--- src/glay_pkg.sv ---
package glay_pkg;

  // --------------------------------------------------
  // Memory port widths
  // --------------------------------------------------
  // Byte address of a read
  typedef logic [31:0] addr_t;
  // Read data returned by memory
  typedef logic [63:0] data_t;
  // Vertex blocks in one job
  typedef logic [15:0] vertex_count_t;

  // --------------------------------------------------
  // Requestors
  // --------------------------------------------------
  // Setup is index 0, external port is index 1
  localparam int unsigned NUM_MEMORY_REQUESTOR = 2;

  typedef logic [$clog2(NUM_MEMORY_REQUESTOR)-1:0] requestor_id_t;

  localparam requestor_id_t REQ_ID_SETUP = 1'b0;
  localparam requestor_id_t REQ_ID_EXT   = 1'b1;

  // Read request, address only
  typedef struct packed {
    addr_t addr;
  } mem_request_t;

  // --------------------------------------------------
  // Sizing and timing
  // --------------------------------------------------
  // Reads in flight to memory, also id queue depth
  localparam int unsigned OUTSTANDING_MAX     = 8;
  // Entries per requestor queue
  localparam int unsigned REQ_QUEUE_DEPTH     = 4;
  // Busy cycles before done may assert
  localparam int unsigned DONE_TIMEOUT_CYCLES = 64;
  // Address step between setup reads
  localparam int unsigned VERTEX_BLOCK_BYTES  = 64;

endpackage : glay_pkg

--- src/glay_fifo.sv ---
module glay_fifo #(
  parameter type         payload_t = logic [7:0],
  parameter int unsigned DEPTH     = 4
) (
  input  logic     ap_clk        ,
  input  logic     control_areset,
  input  logic     push          ,
  input  payload_t push_data     ,
  input  logic     pop           ,
  output payload_t head_data     ,
  output logic     empty         ,
  output logic     full
);

  // Pointer and occupancy widths
  localparam int unsigned PTR_W = (DEPTH > 1) ? $clog2(DEPTH) : 1;
  localparam int unsigned CNT_W = $clog2(DEPTH + 1);

  payload_t         mem [DEPTH];
  logic [PTR_W-1:0] rd_ptr;
  logic [PTR_W-1:0] wr_ptr;
  logic [CNT_W-1:0] count;
  logic             do_push;
  logic             do_pop;

  // Pop of an empty queue is dropped
  assign do_pop  = pop && !empty;
  assign do_push = push && !full;

  assign empty     = (count == '0);
  assign full      = (count == CNT_W'(DEPTH));
  // Head is visible in the same cycle it is popped
  assign head_data = mem[rd_ptr];

  // Storage, written on push only
  always_ff @(posedge ap_clk) begin
    if (do_push) begin
      mem[wr_ptr] <= push_data;
    end
  end

  // Pointers and count
  always_ff @(posedge ap_clk) begin
    if (control_areset) begin
      rd_ptr <= '0;
      wr_ptr <= '0;
      count  <= '0;
    end else begin
      if (do_push) begin
        wr_ptr <= (wr_ptr == PTR_W'(DEPTH - 1)) ? '0 : wr_ptr + 1'b1;
      end
      if (do_pop) begin
        rd_ptr <= (rd_ptr == PTR_W'(DEPTH - 1)) ? '0 : rd_ptr + 1'b1;
      end
      case ({do_push, do_pop})
        2'b10:   count <= count + 1'b1;
        2'b01:   count <= count - 1'b1;
        default: count <= count;
      endcase
    end
  end

endmodule : glay_fifo

--- src/glay_kernel_control.sv ---
module glay_kernel_control (
  input  logic                    ap_clk                 ,
  input  logic                    control_areset         ,
  input  logic                    ap_start               ,
  input  logic                    ap_continue            ,
  input  logic                    descriptor_valid       ,
  input  glay_pkg::addr_t         descriptor_base_addr   ,
  input  glay_pkg::vertex_count_t descriptor_vertex_count,
  input  logic                    setup_complete         ,
  output logic                    ap_idle                ,
  output logic                    ap_ready               ,
  output logic                    ap_done                ,
  output logic                    job_start              ,
  output glay_pkg::addr_t         job_base_addr          ,
  output glay_pkg::vertex_count_t job_vertex_count
);

  import glay_pkg::*;

  localparam int unsigned TIMER_W = $clog2(DONE_TIMEOUT_CYCLES + 1);

  typedef enum logic [1:0] {
    CTRL_IDLE,
    CTRL_BUSY,
    CTRL_DONE,
    CTRL_WAIT
  } ctrl_state_t;

  ctrl_state_t        state;
  logic [TIMER_W-1:0] timer;
  logic               timer_expired;

  // Timer saturates at the threshold
  assign timer_expired = (timer == TIMER_W'(DONE_TIMEOUT_CYCLES));

  // --------------------------------------------------
  // Descriptor latch
  // --------------------------------------------------
  always_ff @(posedge ap_clk) begin
    if (descriptor_valid) begin
      job_base_addr    <= descriptor_base_addr;
      job_vertex_count <= descriptor_vertex_count;
    end
  end

  // --------------------------------------------------
  // Control FSM and done timer
  // --------------------------------------------------
  always_ff @(posedge ap_clk) begin
    if (control_areset) begin
      state     <= CTRL_IDLE;
      timer     <= '0;
      ap_idle   <= 1'b1;
      ap_ready  <= 1'b0;
      ap_done   <= 1'b0;
      job_start <= 1'b0;
    end else begin
      // Strobes default low
      ap_ready  <= 1'b0;
      ap_done   <= 1'b0;
      job_start <= 1'b0;
      case (state)
        CTRL_IDLE: begin
          // Start accepted only here, ignored while busy
          if (ap_start) begin
            state     <= CTRL_BUSY;
            timer     <= '0;
            ap_idle   <= 1'b0;
            ap_ready  <= 1'b1;
            job_start <= 1'b1;
          end
        end
        CTRL_BUSY: begin
          if (!timer_expired) begin
            timer <= timer + 1'b1;
          end else if (setup_complete) begin
            state <= CTRL_DONE;
          end
        end
        CTRL_DONE: begin
          // Single done pulse
          ap_done <= 1'b1;
          state   <= CTRL_WAIT;
        end
        CTRL_WAIT: begin
          if (ap_continue) begin
            ap_idle <= 1'b1;
            state   <= CTRL_IDLE;
          end
        end
        default: state <= CTRL_IDLE;
      endcase
    end
  end

  // Ready and done are separated by at least the timeout
  a_ready_done_exclusive : assert property (
    @(posedge ap_clk) disable iff (control_areset) !(ap_ready && ap_done)
  );

endmodule : glay_kernel_control

--- src/glay_kernel_cu.sv ---
module glay_kernel_cu (
  input  logic                    ap_clk                 ,
  input  logic                    control_areset         ,
  input  logic                    ap_start               ,
  input  logic                    ap_continue            ,
  input  logic                    descriptor_valid       ,
  input  glay_pkg::addr_t         descriptor_base_addr   ,
  input  glay_pkg::vertex_count_t descriptor_vertex_count,
  input  logic                    ext_req_valid          ,
  input  glay_pkg::addr_t         ext_req_addr           ,
  input  logic                    mem_resp_valid         ,
  input  glay_pkg::data_t         mem_resp_data          ,
  output logic                    ap_idle                ,
  output logic                    ap_ready               ,
  output logic                    ap_done                ,
  output logic                    ext_resp_valid         ,
  output glay_pkg::data_t         ext_resp_data          ,
  output logic                    mem_req_valid          ,
  output glay_pkg::addr_t         mem_req_addr
);

  import glay_pkg::*;

  // Reset branches
  logic areset_control;
  logic areset_setup;
  logic areset_arbiter;

  // Registered outside inputs
  logic          ap_start_in;
  logic          ap_continue_in;
  logic          descriptor_valid_in;
  addr_t         descriptor_base_addr_in;
  vertex_count_t descriptor_vertex_count_in;
  logic          ext_req_valid_in;
  addr_t         ext_req_addr_in;
  logic          mem_resp_valid_in;
  data_t         mem_resp_data_in;

  // Block outputs ahead of the output registers
  logic  ctrl_ap_idle;
  logic  ctrl_ap_ready;
  logic  ctrl_ap_done;
  logic  arb_ext_resp_valid;
  data_t arb_ext_resp_data;
  logic  arb_mem_req_valid;
  addr_t arb_mem_req_addr;

  // Control to setup to arbiter
  logic          job_start;
  addr_t         job_base_addr;
  vertex_count_t job_vertex_count;
  logic          setup_complete;
  logic          setup_req_valid;
  addr_t         setup_req_addr;
  logic          setup_stall;
  logic          setup_resp_valid;

  // --------------------------------------------------
  // Reset fan-out
  // --------------------------------------------------
  always_ff @(posedge ap_clk) begin
    areset_control <= control_areset;
    areset_setup   <= control_areset;
    areset_arbiter <= control_areset;
  end

  // --------------------------------------------------
  // Input registers
  // --------------------------------------------------
  always_ff @(posedge ap_clk) begin
    if (areset_control) begin
      ap_start_in         <= 1'b0;
      ap_continue_in      <= 1'b0;
      descriptor_valid_in <= 1'b0;
    end else begin
      ap_start_in         <= ap_start;
      ap_continue_in      <= ap_continue;
      descriptor_valid_in <= descriptor_valid;
    end
  end

  always_ff @(posedge ap_clk) begin
    if (areset_arbiter) begin
      ext_req_valid_in  <= 1'b0;
      mem_resp_valid_in <= 1'b0;
    end else begin
      ext_req_valid_in  <= ext_req_valid;
      mem_resp_valid_in <= mem_resp_valid;
    end
  end

  // Payloads follow their strobes
  always_ff @(posedge ap_clk) begin
    descriptor_base_addr_in    <= descriptor_base_addr;
    descriptor_vertex_count_in <= descriptor_vertex_count;
    ext_req_addr_in            <= ext_req_addr;
    mem_resp_data_in           <= mem_resp_data;
  end

  // --------------------------------------------------
  // Output registers
  // --------------------------------------------------
  always_ff @(posedge ap_clk) begin
    if (areset_control) begin
      ap_idle  <= 1'b1;
      ap_ready <= 1'b0;
      ap_done  <= 1'b0;
    end else begin
      ap_idle  <= ctrl_ap_idle;
      ap_ready <= ctrl_ap_ready;
      ap_done  <= ctrl_ap_done;
    end
  end

  always_ff @(posedge ap_clk) begin
    if (areset_arbiter) begin
      mem_req_valid  <= 1'b0;
      ext_resp_valid <= 1'b0;
    end else begin
      mem_req_valid  <= arb_mem_req_valid;
      ext_resp_valid <= arb_ext_resp_valid;
    end
  end

  always_ff @(posedge ap_clk) begin
    mem_req_addr  <= arb_mem_req_addr;
    ext_resp_data <= arb_ext_resp_data;
  end

  // --------------------------------------------------
  // Blocks
  // --------------------------------------------------
  glay_kernel_control u_control (
    .ap_clk                 (ap_clk                    ),
    .control_areset         (areset_control            ),
    .ap_start               (ap_start_in               ),
    .ap_continue            (ap_continue_in            ),
    .descriptor_valid       (descriptor_valid_in       ),
    .descriptor_base_addr   (descriptor_base_addr_in   ),
    .descriptor_vertex_count(descriptor_vertex_count_in),
    .setup_complete         (setup_complete            ),
    .ap_idle                (ctrl_ap_idle              ),
    .ap_ready               (ctrl_ap_ready             ),
    .ap_done                (ctrl_ap_done              ),
    .job_start              (job_start                 ),
    .job_base_addr          (job_base_addr             ),
    .job_vertex_count       (job_vertex_count          )
  );

  glay_kernel_setup u_setup (
    .ap_clk          (ap_clk          ),
    .control_areset  (areset_setup    ),
    .job_start       (job_start       ),
    .job_base_addr   (job_base_addr   ),
    .job_vertex_count(job_vertex_count),
    .setup_stall     (setup_stall     ),
    .setup_resp_valid(setup_resp_valid),
    .setup_req_valid (setup_req_valid ),
    .setup_req_addr  (setup_req_addr  ),
    .setup_complete  (setup_complete  )
  );

  glay_request_arbiter u_arbiter (
    .ap_clk          (ap_clk            ),
    .control_areset  (areset_arbiter    ),
    .setup_req_valid (setup_req_valid   ),
    .setup_req_addr  (setup_req_addr    ),
    .ext_req_valid   (ext_req_valid_in  ),
    .ext_req_addr    (ext_req_addr_in   ),
    .mem_resp_valid  (mem_resp_valid_in ),
    .mem_resp_data   (mem_resp_data_in  ),
    .setup_stall     (setup_stall       ),
    .setup_resp_valid(setup_resp_valid  ),
    .ext_resp_valid  (arb_ext_resp_valid),
    .ext_resp_data   (arb_ext_resp_data ),
    .mem_req_valid   (arb_mem_req_valid ),
    .mem_req_addr    (arb_mem_req_addr  )
  );

endmodule : glay_kernel_cu

--- src/glay_kernel_setup.sv ---
module glay_kernel_setup (
  input  logic                    ap_clk          ,
  input  logic                    control_areset  ,
  input  logic                    job_start       ,
  input  glay_pkg::addr_t         job_base_addr   ,
  input  glay_pkg::vertex_count_t job_vertex_count,
  input  logic                    setup_stall     ,
  input  logic                    setup_resp_valid,
  output logic                    setup_req_valid ,
  output glay_pkg::addr_t         setup_req_addr  ,
  output logic                    setup_complete
);

  import glay_pkg::*;

  vertex_count_t total;
  vertex_count_t issued;
  vertex_count_t received;
  addr_t         next_addr;

  // Issue straight into queue 0 unless it is full
  assign setup_req_valid = (issued != total) && !setup_stall;
  assign setup_req_addr  = next_addr;

  // --------------------------------------------------
  // Address walk
  // --------------------------------------------------
  always_ff @(posedge ap_clk) begin
    if (job_start) begin
      next_addr <= job_base_addr;
    end else if (setup_req_valid) begin
      next_addr <= next_addr + addr_t'(VERTEX_BLOCK_BYTES);
    end
  end

  // --------------------------------------------------
  // Issue and response counters
  // --------------------------------------------------
  always_ff @(posedge ap_clk) begin
    if (control_areset) begin
      total          <= '0;
      issued         <= '0;
      received       <= '0;
      setup_complete <= 1'b0;
    end else if (job_start) begin
      total          <= job_vertex_count;
      issued         <= '0;
      received       <= '0;
      // Empty job is complete at once
      setup_complete <= (job_vertex_count == '0);
    end else begin
      if (setup_req_valid) begin
        issued <= issued + 1'b1;
      end
      if (setup_resp_valid) begin
        received <= received + 1'b1;
        // Last response closes the job
        if (received == total - 1'b1) begin
          setup_complete <= 1'b1;
        end
      end
    end
  end

endmodule : glay_kernel_setup

--- src/glay_request_arbiter.sv ---
module glay_request_arbiter (
  input  logic            ap_clk          ,
  input  logic            control_areset  ,
  input  logic            setup_req_valid ,
  input  glay_pkg::addr_t setup_req_addr  ,
  input  logic            ext_req_valid   ,
  input  glay_pkg::addr_t ext_req_addr    ,
  input  logic            mem_resp_valid  ,
  input  glay_pkg::data_t mem_resp_data   ,
  output logic            setup_stall     ,
  output logic            setup_resp_valid,
  output logic            ext_resp_valid  ,
  output glay_pkg::data_t ext_resp_data   ,
  output logic            mem_req_valid   ,
  output glay_pkg::addr_t mem_req_addr
);

  import glay_pkg::*;

  localparam int unsigned OUT_W = $clog2(OUTSTANDING_MAX + 1);

  mem_request_t     setup_req;
  mem_request_t     ext_req;
  mem_request_t     setup_head;
  mem_request_t     ext_head;
  mem_request_t     grant_head;
  logic             setup_empty;
  logic             ext_empty;
  logic             ext_full;
  logic             setup_pop;
  logic             ext_pop;
  logic             issue;
  requestor_id_t    rr_turn;
  requestor_id_t    grant;
  requestor_id_t    resp_id;
  logic             id_empty;
  logic             id_full;
  logic [OUT_W-1:0] outstanding;

  assign setup_req = '{addr: setup_req_addr};
  assign ext_req   = '{addr: ext_req_addr};

  // --------------------------------------------------
  // Per-requestor queues
  // --------------------------------------------------
  glay_fifo #(
    .payload_t(mem_request_t  ),
    .DEPTH    (REQ_QUEUE_DEPTH)
  ) u_setup_queue (
    .ap_clk        (ap_clk         ),
    .control_areset(control_areset ),
    .push          (setup_req_valid),
    .push_data     (setup_req      ),
    .pop           (setup_pop      ),
    .head_data     (setup_head     ),
    .empty         (setup_empty    ),
    .full          (setup_stall    )
  );

  glay_fifo #(
    .payload_t(mem_request_t  ),
    .DEPTH    (REQ_QUEUE_DEPTH)
  ) u_ext_queue (
    .ap_clk        (ap_clk        ),
    .control_areset(control_areset),
    .push          (ext_req_valid ),
    .push_data     (ext_req       ),
    .pop           (ext_pop       ),
    .head_data     (ext_head      ),
    .empty         (ext_empty     ),
    .full          (ext_full      )
  );

  // --------------------------------------------------
  // Round-robin pick and issue
  // --------------------------------------------------
  always_comb begin
    if (setup_empty) begin
      grant = REQ_ID_EXT;
    end else if (ext_empty) begin
      grant = REQ_ID_SETUP;
    end else begin
      grant = rr_turn;
    end
  end

  // Hold off when the in-flight window is full
  assign issue      = !(setup_empty && ext_empty) && (outstanding != OUT_W'(OUTSTANDING_MAX));
  assign setup_pop  = issue && (grant == REQ_ID_SETUP);
  assign ext_pop    = issue && (grant == REQ_ID_EXT);
  assign grant_head = (grant == REQ_ID_SETUP) ? setup_head : ext_head;

  always_ff @(posedge ap_clk) begin
    if (control_areset) begin
      rr_turn       <= REQ_ID_SETUP;
      mem_req_valid <= 1'b0;
      outstanding   <= '0;
    end else begin
      mem_req_valid <= issue;
      // Turn passes to the other requestor
      if (issue) begin
        rr_turn <= requestor_id_t'(grant + 1'b1);
      end
      case ({issue, mem_resp_valid})
        2'b10:   outstanding <= outstanding + 1'b1;
        2'b01:   outstanding <= outstanding - 1'b1;
        default: outstanding <= outstanding;
      endcase
    end
  end

  always_ff @(posedge ap_clk) begin
    if (issue) begin
      mem_req_addr <= grant_head.addr;
    end
  end

  // --------------------------------------------------
  // Response routing
  // --------------------------------------------------
  // Owner of each read, in issue order
  glay_fifo #(
    .payload_t(requestor_id_t ),
    .DEPTH    (OUTSTANDING_MAX)
  ) u_id_queue (
    .ap_clk        (ap_clk        ),
    .control_areset(control_areset),
    .push          (issue         ),
    .push_data     (grant         ),
    .pop           (mem_resp_valid),
    .head_data     (resp_id       ),
    .empty         (id_empty      ),
    .full          (id_full       )
  );

  always_ff @(posedge ap_clk) begin
    if (control_areset) begin
      setup_resp_valid <= 1'b0;
      ext_resp_valid   <= 1'b0;
    end else begin
      setup_resp_valid <= mem_resp_valid && (resp_id == REQ_ID_SETUP);
      ext_resp_valid   <= mem_resp_valid && (resp_id == REQ_ID_EXT);
    end
  end

  always_ff @(posedge ap_clk) begin
    ext_resp_data <= mem_resp_data;
  end

  // Memory answers only reads this block issued
  a_resp_has_owner : assert property (
    @(posedge ap_clk) disable iff (control_areset) mem_resp_valid |-> !id_empty
  );

  // Senders respect queue space
  a_no_push_when_full : assert property (
    @(posedge ap_clk) disable iff (control_areset)
      !(setup_req_valid && setup_stall) && !(ext_req_valid && ext_full) &&
      !(issue && id_full)
  );

endmodule : glay_request_arbiter

--- config.mk ---
export PLATFORM = sky130hd
export DESIGN_NAME = glay_kernel_cu
export DESIGN_NICKNAME = d
export VERILOG_FILES = /design/src/glay_pkg.sv /design/src/glay_fifo.sv /design/src/glay_kernel_control.sv /design/src/glay_kernel_cu.sv /design/src/glay_kernel_setup.sv /design/src/glay_request_arbiter.sv
export SDC_FILE = /design/constraint.sdc
export NUM_CORES = 1
export LEC_CHECK = 0
export ABC_AREA = 1
export BUFFER_PORTS_ARGS = -buffer_cell sky130_fd_sc_hd__buf_2
export CAP_MARGIN = 15
export CORE_MARGIN = 1.5
export CORE_UTILIZATION = 40
export DETAILED_ROUTE_END_ITERATION = 10
export SYNTH_ARGS = -nofsm -noshare
export SYNTH_HDL_FRONTEND = slang
export SYNTH_SLANG_ARGS = --single-unit
export TNS_END_PERCENT = 5
--- constraint.sdc ---
create_clock -name ap_clk -period 3 [get_ports ap_clk]
set_clock_uncertainty 0.15 [all_clocks]
set_input_delay 0.6 -clock ap_clk [delete_from_list [all_inputs] [get_ports ap_clk]]
set_output_delay 0.6 -clock ap_clk [all_outputs]
set_load 0.05 [all_outputs]
### Yosys cells after proc, flatten, opt, wreduce, memory -nomap -nowiden

Memory sizes are Yosys's and may differ from the RTL's. A register that Yosys moved wholly into a read port is not among the register bits.
Cells that the tools add are included.

* register bits: 520
* latch bits: 0
* memory bits (writable): 264
* ROM bits: 0
* memories kept: 3

Memory list
* u_arbiter.u_ext_queue.mem: words 4, width 32, rd ports 1, clocked after memory_dff 1, wr ports 1, line glay_fifo.sv:19 `payload_t mem [DEPTH];`
* u_arbiter.u_setup_queue.mem: words 4, width 32, rd ports 1, clocked after memory_dff 1, wr ports 1, line glay_fifo.sv:19
* u_arbiter.u_id_queue.mem: words 8, width 1, rd ports 1, clocked after memory_dff 1, wr ports 1, line glay_fifo.sv:19

* add/subtract/negate cells: 20
* multipliers: 0
* divide/modulo/power cells: 0
* order comparisons: 0
* eq/ne operators: 29
* shifts and indexed selects: 0
* multiplexer cells: 43
* bitwise operators: 3
* reductions and logical operators: 40

Operators by type and width (count)
* $mux W32: 3
* $add A16 B1 Y16 const B: 2
* $add A32 B7 Y32 const B: 1
* $mux W2: 12
* $eq A2 B2 Y1 const B: 10
* $reduce_bool A2 Y1: 9
* $eq A16 B16 Y1: 1
* $logic_not A16 Y1: 1
* $ne A16 B16 Y1: 1
* $pmux W4 S2: 2
* $sub A16 B1 Y16 const B: 1
* $mux W1: 15
* $mux W7: 2
* $pmux W7 S2: 1
* $logic_and A1 B1 Y1: 13
* $add A3 B1 Y3 const B: 4
* $eq A3 B3 Y1 const B: 4
* $mux W3: 4
* $pmux W3 S2: 2
* $eq A2 B1 Y1 const B: 5
* $add A2 B1 Y2 const B: 4
* $add A4 B1 Y4 const B: 2
* $pmux W2 S4: 1
* $sub A4 B1 Y4 const B: 2
* other kinds (18): 33

### Logic depth before layout (Yosys ltp)

* depth in word-level cells: 8
* gate-level depth with buffers: 16
* depth with buffers taken out: 16

### By module

Synthesis repeated with hierarchy kept, for this count alone.

* cell total of the unflattened synthesis: 2244
* area total of the unflattened synthesis: 26964.6 um^2

Modules (own cells, without submodules)
* glay_fifo at u_arbiter.u_ext_queue ...: times used 2, cells each 381, area each 5283.8 um^2
* glay_kernel_cu: times used 1, cells each 273, area each 5114.9 um^2
* glay_kernel_setup: times used 1, cells each 673, area each 4924.7 um^2
* glay_request_arbiter: times used 1, cells each 258, area each 3069.2 um^2
* glay_kernel_control: times used 1, cells each 158, area each 2275.9 um^2
* glay_fifo at u_arbiter.u_id_queue: times used 1, cells each 120, area each 1012.2 um^2

### Least setup slack after synthesis

Ideal clock, no wire load.

* kind: reg2reg
* start point: register u_setup.issued[4]
* end point: memory u_arbiter.u_setup_queue.mem[0][0] (netlist name), enable pin
* library setup time: 0.421 ns
* data arrival time: 2.425 ns
* required time: 2.429 ns
* path slack: 0.004 ns
* cell stages (with the launch flop): 10
* path buffers: 2
* clock period less this slack: 2.996 ns
* cell sequence: dfxtp_1 buf_2 xor2_1 nor2_1 nand2_1 nor2_1 nand4_1 nand2_2 buf_4 nor2_1

* cells in the longest elaborated chain, start to end: 5

Ends and longest elaborated chain
* start: declaration: line glay_kernel_setup.sv:17 `vertex_count_t issued;`
* start signal: assignment: line glay_kernel_setup.sv:53 `issued <= issued + 1'b1;`
* $ne A16 B16 Y1: line glay_kernel_setup.sv:22 `assign setup_req_valid = (issued != total) && !setup_stall;`
* $logic_and A1 B1 Y1: line glay_kernel_setup.sv:22
* $logic_and A1 B1 Y1: line glay_fifo.sv:28 `assign do_push = push && !full;`
* $mux W1: line glay_fifo.sv:37 `if (do_push) begin`
* $mux W1 (not written as such): line glay_fifo.sv:38 `mem[wr_ptr] <= push_data;`
* end: declaration: line glay_fifo.sv:19

No other way between the ends.

### Worst setup path in the final report

* start point: register u_arbiter.u_ext_queue.count[0]
* end point: register u_arbiter.u_id_queue.count[3]

* cells in the longest elaborated chain, start to end: 7
* elaborated cells between the ends (all ways): 9
* classes of those cells: eq/ne (2); mux (1); reduce/logical (6)

Ends and longest elaborated chain
* start: declaration: line glay_fifo.sv:22 `logic [CNT_W-1:0] count;`
* start signal: assignment: line glay_fifo.sv:56 `2'b10: count <= count + 1'b1;`
* start signal: assignment: line glay_fifo.sv:57 `2'b01: count <= count - 1'b1;`
* start signal: assignment: line glay_fifo.sv:58 `default: count <= count;`
* $logic_not A3 Y1 (*): line glay_fifo.sv:30 `assign empty = (count == '0);`
* $logic_and A1 B1 Y1 (*): line glay_request_arbiter.sv:88 `assign issue = !(setup_empty && ext_empty) && (outstanding != OUT_W'(OUTSTANDING_MAX));`
* $logic_not A1 Y1 (*): line glay_request_arbiter.sv:88
* $logic_and A1 B1 Y1 (*): line glay_request_arbiter.sv:88
* net u_arbiter.issue: line glay_request_arbiter.sv:32 `logic issue;`
* $logic_and A1 B1 Y1 (*): line glay_fifo.sv:28
* $eq A2 B1 Y1 or $eq A2 B2 Y1 (tied branches): line glay_fifo.sv:55 `case ({do_push, do_pop})`
* $pmux W4 S2 or $reduce_bool A2 Y1 (tied branches)
* end signal: assignment: line glay_fifo.sv:56
* end signal: assignment: line glay_fifo.sv:57
* end signal: assignment: line glay_fifo.sv:58
* end: declaration: line glay_fifo.sv:22

The timed path passes the listed nets; every way through them passes the cells marked *.
A chain may end at the register's enable or synchronous reset.

==> insert_results.sql <==
INSERT INTO impl_metrics (metric_group, metric, value, unit) VALUES
('timing', 'hold-worst-slack', '0.0445', 'ns'),
('synth', 'synth_area', '26400', 'um2'),
('power_and_ir_drop', 'power_density', '986', 'nW/um2'),
('clock_network', 'clock_path_buffers', '3', ''),
('synth', 'synth.largest_area_cell', 'sky130_fd_sc_hd__edfxtp_1', ''),
('power_and_ir_drop', 'peakVddDrop', '0.750', 'mV'),
('power_and_ir_drop', 'clock_power_share', '31.3', '%'),
('clock_network', 'cts_num_sinks', '791', ''),
('synth', 'postSynth.asyncResetShare', '0', '%'),
('timing', 'final_count_of_hold_timing_violations', '0', ''),
('clock_network', 'cts_root_buf', 'sky130_fd_sc_hd__clkbuf_16', ''),
('clock_network', 'cts.hold.buffers_added', '145', ''),
('grt', 'grt_busiest_layer', 'met2', ''),
('power_and_ir_drop', 'part_of_the_power_in_registers', '46.3', '%'),
('worst_setup_path', 'start_kind', 'flop', ''),
('place', 'routabilityCongestion', '0.855', ''),
('clock_network', 'clock_insertion_delay_worst_skew', '0.62', 'ns'),
('die', 'fp.coreArea', '64800', 'um2'),
('worst_setup_path', 'critical_path.n_buffers_inverters', '2', ''),
('worst_setup_path', 'crit_path_cell_trace', 'nor3_1, inv_2, o21ai_2, inv_2, nand2_2, ha_1, ha_1, nand2_1, nor2_1, a211oi_1, nor2_1, nor2_1, nand2_1, o21ai_0, a21oi_1', ''),
('die', 'floorplan.io_pins', '252', ''),
('detailed_routing', 'drt-total-wl', '55.8', 'mm'),
('synth', 'yosysWarnings', '0', ''),
('synth', 'yosys.area.top_type_share', '42.8', '%'),
('clock_network', 'cts-resized-gates', '0', ''),
('place', 'post-dp-hpwl', '35.5', 'mm'),
('synth', 'synthSimpleGateAreaFrac', '11.5', '%'),
('die', 'floorplan.die.height', '260', 'um'),
('power_and_ir_drop', 'switchingPower', '10400', 'uW'),
('grt', 'grtUsageMet1', '21.5', '%'),
('detailed_routing', 'drt_first_pass_iters', '5', ''),
('clock_network', 'cts-buffers-inserted', '80', ''),
('synth', 'count_of_distinct_cell_types_in_the_synthesized_netlist', '46', ''),
('synth', 'flops_latches_synth', '791', ''),
('timing', 'setup_viol_count_final', '0', ''),
('timing', 'setup_total_negative_slack', '0', 'ns'),
('timing', 'period_needed', '2.67', 'ns'),
('layout', 'layout.cells.most_common', 'sky130_fd_sc_hd__dfxtp_1', ''),
('detailed_routing', 'detail_route.iter0.violations', '1101', ''),
('timing', 'postLayoutSetupSlackWorst', '0.327', 'ns'),
('synth', 'synth-compound-area-share', '7.17', '%'),
('synth', 'yosys-mux-area-fraction', '0', '%'),
('timing', 'final_period_util', '89.1', '%'),
('layout', 'layout.cells.non_filler', '3527', ''),
('grt', 'first_global_vias', '16600', ''),
('worst_setup_path', 'cpMaxStageDelayCell', 'sky130_fd_sc_hd__dfxtp_1', ''),
('worst_setup_path', 'timing.critical_path.required', '3.34', 'ns'),
('timing', 'setup_repair_after_global_routing_missed_its_margin', 'no', ''),
('min_path', 'worstHoldPathType', 'in -> reg', ''),
('worst_setup_path', 'timing.critical_path.slowest_cell_delay', '0.35', 'ns'),
('die', 'fp-row-count', '93', ''),
('synth', 'synthTopCellsByArea', 'sky130_fd_sc_hd__edfxtp_1 43%, sky130_fd_sc_hd__dfxtp_1 32%, sky130_fd_sc_hd__nor2_1 5.4%', ''),
('detailed_routing', 'wl_per_cell', '15.8', 'um'),
('timing', 'final-max-slew-violation-count', '0', ''),
('timing', 'fmax', '374', 'MHz'),
('run_status', 'outcome', 'complete, no violations', ''),
('grt', 'pin_count_of_the_biggest_net_entering_global_routing', '66', ''),
('grt', 'grt_first_pass_wirelength', '87.7', 'mm'),
('layout', 'layout.nets', '2791', ''),
('layout', 'layout_common_cells', '411 x sky130_fd_sc_hd__dfxtp_1, 376 x sky130_fd_sc_hd__edfxtp_1, 368 x sky130_fd_sc_hd__nor2_1', ''),
('place', 'dp_cells', '3232', ''),
('layout', 'post_route_cells_drive_above_1_share', '17.1', '%'),
('worst_setup_path', 'kind_of_cell_adding_the_most_delay_to_the_critical_path', 'simple AND/OR/NAND/NOR gates', ''),
('synth', 'synthXorXnorAreaFrac', '1.81', '%'),
('timing', 'timing_worst_slew_pin_value', '0.915', 'ns'),
('clock_network', 'htreeDepth', '3', ''),
('worst_setup_path', 'crit_fanout', '7', ''),
('clock_network', 'cts.reportedPaths.clkPinSlew', '0.06', 'ns'),
('flow_run', 'maxCapViolations', '0', ''),
('grt', 'grt_util_met2', '26.4', '%'),
('worst_setup_path', 'worstSetupEndpointType', 'flop', '');
[metrics by stage]
| stage | total power (uW) | area [um2] |
|---|---|---|
| finish | 32400 | 32900 |
| global route | 34200 | 32900 |
| CTS | 32800 | 32900 |
| detailed placement | 22400 | 28700 |
| global placement | 22100 | 28700 |
| floorplan | 20000 | 26400 |
[cell type report]
class	count	area, um2
Fill cell	5588	31900
Sequential cell	791	19600
Multi-Input combinational cell	1144	5900
Timing Repair Buffer	426	2960
Clock buffer	114	2310
Tap cell	855	1070
Inverter	161	604
Clock inverter	35	449
Antenna cell	1	2.50
[flip-flops by register name, indices dropped and copies added, names as in the netlist, 4 cells and up, named ones only]
| signal | cells |
|---|---|
| u_arbiter.u_ext_queue.mem | 128 |
| u_control.job_base_addr | 32 |
| u_arbiter.u_setup_queue.mem | 128 |
| u_arbiter.u_id_queue.mem | 8 |
| u_setup.received | 16 |
| u_arbiter.u_id_queue.count | 4 |
| ext_resp_data | 64 |
| u_arbiter.ext_resp_data | 64 |
| u_control.job_vertex_count | 16 |
| ext_req_addr_in | 32 |
| u_arbiter.mem_req_addr | 32 |
| descriptor_base_addr_in | 32 |
| u_setup.total | 16 |
| mem_req_addr | 32 |
| u_control.timer | 7 |
| u_setup.issued | 16 |
| u_setup.setup_req_addr | 32 |
| u_arbiter.outstanding | 4 |
| mem_resp_data_in | 64 |
| descriptor_vertex_count_in | 16 |
[cells in the mapped netlist (all sizes together) (2+ instances only)]
master / number
fa: 4
xor2: 36
nand3: 41
xnor2: 16
buf: 17
and3: 2
a211oi: 9
nor3: 27
inv: 160
o21a: 2
nor2: 386
ha: 32
nand2: 235
edfxtp: 376
o32ai: 34
dfxtp: 415
o211a: 3
nor3b: 3
a31oi: 34
o22ai: 5
nor4: 7
nand3b: 4
o21ai: 174
a21oi: 66
nand4: 18
clkbuf: 55
[final timing paths]
kind / depth (start not counted) / start / end
min: 3 / ap_continue / ap_continue_in$_SDFF_PP0_
min reg2reg: 0 / u_arbiter.ext_resp_data[45]$_DFF_P_ / ext_resp_data[45]$_DFF_P_
max reg2reg: 15 / u_arbiter.u_ext_queue.count[0]$_SDFFE_PP0P_ / u_arbiter.u_id_queue.count[3]$_SDFFE_PP0P_
max: 15 / u_arbiter.u_ext_queue.count[0]$_SDFFE_PP0P_ / u_arbiter.u_id_queue.count[3]$_SDFFE_PP0P_
[cells by family (layout without fill, tap and decap cells)]
kind of cell	count (synthesis)	in the layout
adders and majority gates	36	36
buffers and inverters	233	736
other	0	1
and+or+nand+nor	725	725
xor gates and xnor gates	53	53
DFF	791	791
AOI/OAI and AO/OA	330	330
[metal layers]
metal	up-vias	wire length (um)
met5	-	0
li1	8247	-
met2	431	25800
met1	7910	25200
met4	0	1450
met3	88	3390
[worst min-delay path: stages]
cell and delay [ns]:
sky130_fd_sc_hd__buf_2 0.08, sky130_fd_sc_hd__inv_1 0.03, sky130_fd_sc_hd__nor2_1 0.06
[power by group through the flow]
stage / logic [uW] / registers [uW] / clock network, uW
detailed placement: 7130 / 15300 / 0
global placement: 6970 / 15200 / 0
CTS: 7310 / 15000 / 10400
global route: 8090 / 15200 / 10900
floorplan: 4180 / 15800 / 0
finish: 7250 / 15000 / 10200
Power figures use the tool's default switching activity.
